===== src/hdl/exec_pkg.sv =====
package exec_pkg;

    // Datapath and register index widths.
    localparam int XLEN  = 32;
    localparam int REG_W = 5;

    localparam int NUM_REGS = 2 ** REG_W;  // Architectural registers, x0 included.

    // Result queue depth, equal to the issue credits handed out after reset.
    localparam int QUEUE_DEPTH = 4;

    // Counter width able to hold QUEUE_DEPTH.
    localparam int CREDIT_W = 3;

    localparam int QUEUE_PTR_W = $clog2(QUEUE_DEPTH);  // Queue index width.

    // ALU operation encoding.
    // Shifts use the low 5 bits of operand B, SLT is a signed compare.
    typedef enum logic [2:0] {
        ADD = 3'd0,
        SUB = 3'd1,
        AND = 3'd2,
        OR  = 3'd3,
        XOR = 3'd4,
        SLL = 3'd5,
        SRL = 3'd6,
        SLT = 3'd7
    } alu_op_t;

endpackage : exec_pkg

===== src/hdl/exec_top.sv =====
`timescale 1ns/1ps

module exec_top import exec_pkg::*; (
    input  logic             clk_i,
    input  logic             rst_n_i,

    // Issue side.
    input  logic             issue_valid_i,
    input  alu_op_t          issue_op_i,
    input  logic [REG_W-1:0] issue_src_a_i,
    input  logic [REG_W-1:0] issue_src_b_i,
    input  logic [REG_W-1:0] issue_dest_i,
    input  logic             issue_use_imm_i,
    input  logic [XLEN-1:0]  issue_imm_i,
    output logic             issue_credit_o,

    // Result side.
    input  logic             result_credit_i,
    output logic             result_valid_o,
    output logic [REG_W-1:0] result_dest_o,
    output logic [XLEN-1:0]  result_data_o
);

    logic [XLEN-1:0]  rf_data_a;
    logic [XLEN-1:0]  rf_data_b;
    logic [XLEN-1:0]  operand_a;
    logic [XLEN-1:0]  operand_b;
    logic             alu_valid;
    logic [REG_W-1:0] alu_dest;
    logic [XLEN-1:0]  alu_result;
    logic             commit_valid;
    logic [REG_W-1:0] commit_dest;
    logic [XLEN-1:0]  commit_result;
    logic             writeback_valid;
    logic [REG_W-1:0] writeback_dest;
    logic [XLEN-1:0]  writeback_result;
    logic             rf_wr_en;
    logic [REG_W-1:0] rf_wr_addr;
    logic [XLEN-1:0]  rf_wr_data;

    register_file u_register_file (
        .clk_i       (clk_i),
        .rst_n_i     (rst_n_i),
        .rd_addr_a_i (issue_src_a_i),
        .rd_addr_b_i (issue_src_b_i),
        .rd_data_a_o (rf_data_a),
        .rd_data_b_o (rf_data_b),
        .wr_en_i     (rf_wr_en),
        .wr_addr_i   (rf_wr_addr),
        .wr_data_i   (rf_wr_data)
    );

    forwarding_unit u_forwarding_unit (
        .reg_src_a_i           (issue_src_a_i),
        .reg_src_b_i           (issue_src_b_i),
        .reg_fetch_operand_a_i (rf_data_a),
        .reg_fetch_operand_b_i (rf_data_b),
        .alu_valid_i           (alu_valid),
        .alu_reg_dest_i        (alu_dest),
        .alu_operand_i         (alu_result),
        .commit_valid_i        (commit_valid),
        .commit_reg_dest_i     (commit_dest),
        .commit_operand_i      (commit_result),
        .writeback_valid_i     (writeback_valid),
        .writeback_reg_dest_i  (writeback_dest),
        .writeback_operand_i   (writeback_result),
        .operand_a_o           (operand_a),
        .operand_b_o           (operand_b)
    );

    alu_stage u_alu_stage (
        .clk_i           (clk_i),
        .rst_n_i         (rst_n_i),
        .issue_valid_i   (issue_valid_i),
        .issue_op_i      (issue_op_i),
        .issue_dest_i    (issue_dest_i),
        .issue_use_imm_i (issue_use_imm_i),
        .issue_imm_i     (issue_imm_i),
        .operand_a_i     (operand_a),
        .operand_b_i     (operand_b),
        .alu_valid_o     (alu_valid),
        .alu_dest_o      (alu_dest),
        .alu_result_o    (alu_result)
    );

    retire_stage u_retire_stage (
        .clk_i              (clk_i),
        .rst_n_i            (rst_n_i),
        .alu_valid_i        (alu_valid),
        .alu_dest_i         (alu_dest),
        .alu_result_i       (alu_result),
        .commit_valid_o     (commit_valid),
        .commit_dest_o      (commit_dest),
        .commit_result_o    (commit_result),
        .writeback_valid_o  (writeback_valid),
        .writeback_dest_o   (writeback_dest),
        .writeback_result_o (writeback_result),
        .rf_wr_en_o         (rf_wr_en),
        .rf_wr_addr_o       (rf_wr_addr),
        .rf_wr_data_o       (rf_wr_data),
        .result_credit_i    (result_credit_i),
        .result_valid_o     (result_valid_o),
        .result_dest_o      (result_dest_o),
        .result_data_o      (result_data_o),
        .issue_credit_o     (issue_credit_o)
    );

endmodule : exec_top


===== src/hdl/retire_stage.sv =====
`timescale 1ns/1ps

module retire_stage import exec_pkg::*; (
    input  logic             clk_i,
    input  logic             rst_n_i,

    // From the ALU register.
    input  logic             alu_valid_i,
    input  logic [REG_W-1:0] alu_dest_i,
    input  logic [XLEN-1:0]  alu_result_i,

    // Commit and writeback registers, also used for forwarding.
    output logic             commit_valid_o,
    output logic [REG_W-1:0] commit_dest_o,
    output logic [XLEN-1:0]  commit_result_o,
    output logic             writeback_valid_o,
    output logic [REG_W-1:0] writeback_dest_o,
    output logic [XLEN-1:0]  writeback_result_o,

    // Register file write.
    output logic             rf_wr_en_o,
    output logic [REG_W-1:0] rf_wr_addr_o,
    output logic [XLEN-1:0]  rf_wr_data_o,

    // Result side.
    input  logic             result_credit_i,
    output logic             result_valid_o,
    output logic [REG_W-1:0] result_dest_o,
    output logic [XLEN-1:0]  result_data_o,

    output logic             issue_credit_o  // One credit back to the issuer.
);

    logic [REG_W-1:0]       queue_dest [QUEUE_DEPTH];
    logic [XLEN-1:0]        queue_data [QUEUE_DEPTH];
    logic [QUEUE_PTR_W-1:0] wr_ptr;
    logic [QUEUE_PTR_W-1:0] rd_ptr;
    logic [CREDIT_W-1:0]    queue_count;        // Results waiting in the queue.
    logic [CREDIT_W-1:0]    out_credit_count;   // Credits granted by the consumer.
    logic                   push;
    logic                   pop;

    // Retiring result is written and queued in the same cycle.
    assign push = writeback_valid_o;
    assign pop  = (queue_count != '0) && (out_credit_count != '0);

    assign rf_wr_en_o   = writeback_valid_o;
    assign rf_wr_addr_o = writeback_dest_o;
    assign rf_wr_data_o = writeback_result_o;

    assign result_valid_o = pop;
    assign result_dest_o  = queue_dest[rd_ptr];
    assign result_data_o  = queue_data[rd_ptr];
    assign issue_credit_o = pop;  // Each pop frees one queue slot.

    always_ff @(posedge clk_i or negedge rst_n_i) begin
        if (!rst_n_i) begin
            commit_valid_o    <= 1'b0;
            writeback_valid_o <= 1'b0;
        end else begin
            commit_valid_o    <= alu_valid_i;
            writeback_valid_o <= commit_valid_o;
        end
    end

    always_ff @(posedge clk_i) begin
        commit_dest_o      <= alu_dest_i;
        commit_result_o    <= alu_result_i;
        writeback_dest_o   <= commit_dest_o;
        writeback_result_o <= commit_result_o;
    end

    always_ff @(posedge clk_i) begin
        if (push) begin
            queue_dest[wr_ptr] <= writeback_dest_o;
            queue_data[wr_ptr] <= writeback_result_o;
        end
    end

    // Pointers, occupancy and the output credit counter.
    always_ff @(posedge clk_i or negedge rst_n_i) begin
        if (!rst_n_i) begin
            wr_ptr           <= '0;
            rd_ptr           <= '0;
            queue_count      <= '0;
            out_credit_count <= '0;
        end else begin
            if (push) begin
                wr_ptr <= (wr_ptr == QUEUE_PTR_W'(QUEUE_DEPTH - 1)) ? '0 : wr_ptr + 1'b1;
            end
            if (pop) begin
                rd_ptr <= (rd_ptr == QUEUE_PTR_W'(QUEUE_DEPTH - 1)) ? '0 : rd_ptr + 1'b1;
            end
            queue_count      <= queue_count + CREDIT_W'(push) - CREDIT_W'(pop);
            out_credit_count <= out_credit_count + CREDIT_W'(result_credit_i)
                                - CREDIT_W'(pop);
        end
    end

endmodule : retire_stage


===== src/hdl/alu_stage.sv =====
`timescale 1ns/1ps

module alu_stage import exec_pkg::*; (
    input  logic             clk_i,
    input  logic             rst_n_i,

    // Issued instruction.
    input  logic             issue_valid_i,
    input  alu_op_t          issue_op_i,
    input  logic [REG_W-1:0] issue_dest_i,
    input  logic             issue_use_imm_i,
    input  logic [XLEN-1:0]  issue_imm_i,

    // Forwarded operands.
    input  logic [XLEN-1:0]  operand_a_i,
    input  logic [XLEN-1:0]  operand_b_i,

    // ALU pipeline register.
    output logic             alu_valid_o,
    output logic [REG_W-1:0] alu_dest_o,
    output logic [XLEN-1:0]  alu_result_o
);

    logic [XLEN-1:0] src_b;
    logic [4:0]      shamt;
    logic            less_than;
    logic [XLEN-1:0] result;

    assign src_b     = issue_use_imm_i ? issue_imm_i : operand_b_i;
    assign shamt     = src_b[4:0];  // Only the low 5 bits shift.
    assign less_than = $signed(operand_a_i) < $signed(src_b);

    always_comb begin
        case (issue_op_i)
            ADD:     result = operand_a_i + src_b;
            SUB:     result = operand_a_i - src_b;
            AND:     result = operand_a_i & src_b;
            OR:      result = operand_a_i | src_b;
            XOR:     result = operand_a_i ^ src_b;
            SLL:     result = operand_a_i << shamt;
            SRL:     result = operand_a_i >> shamt;
            SLT:     result = {{(XLEN-1){1'b0}}, less_than};
            default: result = '0;
        endcase
    end

    // Valid bit.
    always_ff @(posedge clk_i or negedge rst_n_i) begin
        if (!rst_n_i) begin
            alu_valid_o <= 1'b0;
        end else begin
            alu_valid_o <= issue_valid_i;
        end
    end

    // Payload, qualified downstream by alu_valid_o.
    always_ff @(posedge clk_i) begin
        if (issue_valid_i) begin
            alu_dest_o   <= issue_dest_i;
            alu_result_o <= result;
        end
    end

endmodule : alu_stage


===== src/hdl/forwarding_unit.sv =====
`timescale 1ns/1ps

module forwarding_unit import exec_pkg::*; (
    // Issue source registers.
    input  logic [REG_W-1:0] reg_src_a_i,
    input  logic [REG_W-1:0] reg_src_b_i,

    // Operands read from the register file.
    input  logic [XLEN-1:0]  reg_fetch_operand_a_i,
    input  logic [XLEN-1:0]  reg_fetch_operand_b_i,

    // ALU stage, youngest result.
    input  logic             alu_valid_i,
    input  logic [REG_W-1:0] alu_reg_dest_i,
    input  logic [XLEN-1:0]  alu_operand_i,

    // Commit stage.
    input  logic             commit_valid_i,
    input  logic [REG_W-1:0] commit_reg_dest_i,
    input  logic [XLEN-1:0]  commit_operand_i,

    // Writeback stage, oldest result still in flight.
    input  logic             writeback_valid_i,
    input  logic [REG_W-1:0] writeback_reg_dest_i,
    input  logic [XLEN-1:0]  writeback_operand_i,

    // Operands for the ALU.
    output logic [XLEN-1:0]  operand_a_o,
    output logic [XLEN-1:0]  operand_b_o
);

    logic alu_match_a, commit_match_a, writeback_match_a;
    logic alu_match_b, commit_match_b, writeback_match_b;

    // A stage matches only when it holds a valid result for a nonzero source.
    assign alu_match_a       = alu_valid_i && (alu_reg_dest_i == reg_src_a_i)
                               && (reg_src_a_i != '0);
    assign commit_match_a    = commit_valid_i && (commit_reg_dest_i == reg_src_a_i)
                               && (reg_src_a_i != '0);
    assign writeback_match_a = writeback_valid_i && (writeback_reg_dest_i == reg_src_a_i)
                               && (reg_src_a_i != '0);

    assign alu_match_b       = alu_valid_i && (alu_reg_dest_i == reg_src_b_i)
                               && (reg_src_b_i != '0);
    assign commit_match_b    = commit_valid_i && (commit_reg_dest_i == reg_src_b_i)
                               && (reg_src_b_i != '0);
    assign writeback_match_b = writeback_valid_i && (writeback_reg_dest_i == reg_src_b_i)
                               && (reg_src_b_i != '0);

    // Earlier stage holds the younger value, so it wins.
    always_comb begin : forward_a
        casez ({alu_match_a, commit_match_a, writeback_match_a})
            3'b1??:  operand_a_o = alu_operand_i;
            3'b01?:  operand_a_o = commit_operand_i;
            3'b001:  operand_a_o = writeback_operand_i;
            default: operand_a_o = reg_fetch_operand_a_i;  // No hazard.
        endcase
    end : forward_a

    always_comb begin : forward_b
        casez ({alu_match_b, commit_match_b, writeback_match_b})
            3'b1??:  operand_b_o = alu_operand_i;
            3'b01?:  operand_b_o = commit_operand_i;
            3'b001:  operand_b_o = writeback_operand_i;
            default: operand_b_o = reg_fetch_operand_b_i;
        endcase
    end : forward_b

endmodule : forwarding_unit


===== src/hdl/register_file.sv =====
`timescale 1ns/1ps

module register_file import exec_pkg::*; (
    input  logic             clk_i,
    input  logic             rst_n_i,

    // Read ports.
    input  logic [REG_W-1:0] rd_addr_a_i,
    input  logic [REG_W-1:0] rd_addr_b_i,
    output logic [XLEN-1:0]  rd_data_a_o,
    output logic [XLEN-1:0]  rd_data_b_o,

    // Write port.
    input  logic             wr_en_i,
    input  logic [REG_W-1:0] wr_addr_i,
    input  logic [XLEN-1:0]  wr_data_i
);

    logic [XLEN-1:0] regs [NUM_REGS];

    always_ff @(posedge clk_i or negedge rst_n_i) begin
        if (!rst_n_i) begin
            for (int i = 0; i < NUM_REGS; i++) begin
                regs[i] <= '0;
            end
        end else if (wr_en_i && (wr_addr_i != '0)) begin  // x0 writes are dropped.
            regs[wr_addr_i] <= wr_data_i;
        end
    end

    // Asynchronous reads, x0 is hardwired to zero.
    assign rd_data_a_o = (rd_addr_a_i == '0) ? '0 : regs[rd_addr_a_i];
    assign rd_data_b_o = (rd_addr_b_i == '0) ? '0 : regs[rd_addr_b_i];

endmodule : register_file


===== config.mk =====
export PLATFORM = sky130hd
export DESIGN_NAME = exec_top
export DESIGN_NICKNAME = d
export VERILOG_FILES = /design/src/hdl/exec_pkg.sv /design/src/hdl/exec_top.sv /design/src/hdl/retire_stage.sv /design/src/hdl/alu_stage.sv /design/src/hdl/forwarding_unit.sv /design/src/hdl/register_file.sv
export SDC_FILE = /design/constraint.sdc
export NUM_CORES = 2
export LEC_CHECK = 0
export BUFFER_PORTS_ARGS = -buffer_cell sky130_fd_sc_hd__buf_2
export CORE_MARGIN = 2
export CORE_UTILIZATION = 57
export DETAILED_ROUTE_END_ITERATION = 10
export PLACE_DENSITY = 0.83
export SLEW_MARGIN = 20
export SYNTH_ARGS = -nofsm -noshare
export SYNTH_HDL_FRONTEND = slang
export SYNTH_SLANG_ARGS = --single-unit

===== constraint.sdc =====
create_clock -name clk_i -period 6.86 [get_ports clk_i]
set_clock_uncertainty 0.1 [all_clocks]
set_input_delay 0.686 -clock clk_i [delete_from_list [all_inputs] [get_ports clk_i]]
set_output_delay 0.686 -clock clk_i [all_outputs]
set_load 0.005 [all_outputs]

==> out/metrics.cfg <==
[run_status]
status=complete, no violations

[pwr]
irDropWorstVdd_uv=282
p_per_area_mw_per_mm2=355
leakagePower_uw=0.0342

[detailed_routing]
vias_per_cell=7.39
postRouteAntennaNets=0
vias=53285
wl_per_cell_um=33.6
drt_iter0_markers=7923
firstDrtPassIters=9
drc=0
drt-total-wl_um=242000

[placement]
portBuffers=93
globalplace.congestion=1.09
hpwlAfterDp_um=153000
dp_cells=6955

[synthesis]
synth_cell_types=99
yosysWarnings=0
synth_area_leaders=dfrtp_1, mux4_2, mux2_2
syn-cell-area_mm2=0.0732
synth_seq_area_share=0.451
post-synth-top-area-cell=dfrtp_1
synthesis.nets=5653
avgSynthCellArea_um2=13.3
syn_inst=5488
synth_edf_count=185
yosysTopAreaCellShare=0.355
async_reset_ff_frac=0.800
synth_ff_type=dfrtp_1
ys_ff_latch=1296

[global_route]
grt_max_degree=169
grt_overflow=0
grt_pass1_wl_um=357000
first_global_vias=53425
groute.usage.overall=0.370
antenna_found_initial=13

[clock_tree]
clockBufferDepth=3
htreeDepth=4
cts.sinks=1296
root_buffer=clkbuf_16
cts_resized=0
clk_pin_slew_worst_paths_ns=0.07
worst_skew_pair.late_latency_ns=0.80
tritoncts=yes
cts_made_buffers=135

[worst_setup_path]
start_kind=flip-flop
critPathKind=flip-flop to flip-flop
timing.rr.start=u_retire_stage.rf_wr_addr_o[4]
critPathMaxFanout=17
cp-startpoint=u_retire_stage.rf_wr_addr_o[4]
crit_path_end_kind=flip-flop
required_ns=7.28
crit_arrival_ns=6.53

[timing]
tns_ns=0
worst_pin_slew_ns=1.15
setup_viol=0
min_period_ns=6.11
hold_viol_final=0
hold_ws_ns=0.0409
finalMaxSlewViolations=0
rsz0062_at_grt=false
fin_crit_sh=0.891
max_freq_mhz=164
slew_headroom=0.226

[final_layout]
final_layout_size_suffix_gt1_frac=0.416
final_nets=5601
fin_cells=7210
syn_to_final_growth_pct=10.2

[hold_path]
hp-class=primary input to flip-flop
min_from=result_credit_i

[floorplan]
initial_utilization=0.574
pin_count=94
die_h_um=362
dieWidth_um=362
die-area_mm2=0.131
core-area_mm2=0.128
std_cell_rows=131

[flow_run]
maxCapViolations=0

metal layers:
| metal | vias to the layer above | track usage | wire length, µm |
|---|---|---|---|
| met5 | - | 0 | 119 |
| met4 | 20 | 0.220 | 17400 |
| met3 | 1062 | 0.121 | 31900 |
| met2 | 4079 | 0.545 | 107000 |
| met1 | 27272 | 0.479 | 85500 |
| li1 | 20852 | - | - |
report_power, final:
part	total, µW	switching (µW)	internal [µW]
clock	7670	3240	4430
sequential	11500	1650	9900
combinational	9370	4710	4660
total	28600	9600	19000
cell usage after synthesis, types with 56 or more instances:
cell type and count:
edfxtp_1 185, dfxtp_1 74, nand2_1 297, inv_1 143
nand3_1 82, mux4_2 614, clkbuf_1 347, a31oi_1 56
o21ai_0 83, a21oi_1 193, ha_1 106, dfrtp_1 1037
buf_2 83, buf_1 95, nor2_1 198, mux2_2 1015
nor3_1 99, mux2i_1 66
layout by cell type, fill, tap and decap left out, types with 20 or more instances in the layout:
cell          n
a21oi_1     193
a21o_1       23
buf_12       24
xnor2_1      52
nor3_1       98
buf_2        85
edfxtp_1    185
nand2b_1     41
dfxtp_1      73
nand2_1     283
o221ai_1     24
or3_1        24
nor2_1      185
buf_4       239
clkinv_2     22
clkbuf_16   138
a221o_1      20
mux2i_1      66
mux4_2      614
a31oi_1      56
a22o_1       24
dfrtp_1    1036
a22oi_1      23
mux2_2     1015
nand3_1      81
o21ai_0      83
clkbuf_1     26
ha_1        106
a211oi_1     27
o31a_1       29
inv_1       141
o211ai_1     41
critical path, cell delays in order (launching register included):
cell	delay (ns)
dfxtp_1	0.82
xnor2_1	0.19
nand2_1	0.10
nor4_1	0.41
a311oi_1	0.21
o221ai_4	0.24
nand2_1	0.12
inv_1	0.10
ha_1	0.18
inv_1	0.07
fa_1	0.45
nand2b_1	0.12
a211oi_1	0.12
o311ai_0	0.54
a31oi_1	0.25
o2111ai_1	0.24
nand2_1	0.12
a211oi_1	0.42
buf_4	0.21
nor2_1	0.07
nor4_1	0.29
o221ai_1	0.19
o22ai_1	0.14
a221oi_1	0.10
what timing repair did:
action	CTS	global route
buffers inserted	0	0
hold buffers	6	0
hold endpoints to repair	100	0
registers in the layout, indices dropped and copies added, names as in the netlist, 5 cells and up:
register	flops
u_alu_stage.alu_dest_o	5
u_alu_stage.alu_result_o	32
u_retire_stage.commit_result_o	32
u_retire_stage.rf_wr_data_o	32
u_register_file.regs	1024
u_retire_stage.queue_dest	20
u_retire_stage.rf_wr_addr_o	5
u_retire_stage.commit_dest_o	5
u_retire_stage.queue_data	128
worst paths after layout:
check | endpoint | slack, ns | cells after the start
setup / recovery | u_alu_stage.alu_result_o[26] | 0.75 | 23
hold / removal | u_retire_stage.out_credit_count[0] | 0.04 | 2
setup reg to reg | u_alu_stage.alu_result_o[26] | 0.75 | 23
hold reg to reg | u_retire_stage.rf_wr_data_o[26] | 0.24 | 0
max in group asynchronous | u_retire_stage.rd_ptr[0] | 4.54 | 3
min in group asynchronous | u_register_file.regs[183] | 0.42 | 2
cells by family (layout without fill, tap and decap cells):
kind of cell | Yosys count | count (layout) | synth area share
other cells | 0 | 5 | 0
fa+ha+maj | 111 | 111 | 0.0194
flops | 1296 | 1296 | 0.451
compound gates | 747 | 747 | 0.0721
mux | 1695 | 1695 | 0.354
xor+xnor | 61 | 61 | 0.00730
buf+inv | 698 | 753 | 0.0389
simple gates | 880 | 880 | 0.0575
through the flow:
stage,power [µW],utilization,setup slack [ns],area (µm²)
detailed placement,20600,0.596,0.267,76000
floorplan,17400,-,0.00165,73200
global placement,20100,0.596,0.299,76000
global route,29600,0.632,0.261,80600
finish,28600,0.632,0.749,80600
CTS,28300,0.632,0.866,80600
cell type report:
type,count,area [µm²]
Fill cell,8900,46900
Multi-Input combinational cell,3494,37500
Sequential cell,1296,33000
Clock buffer,183,3810
Timing Repair Buffer,361,2860
Tap cell,1662,2080
Clock inverter,61,792
Inverter,148,556
Antenna cell,5,12.5
(Power assumes the default switching activity.)
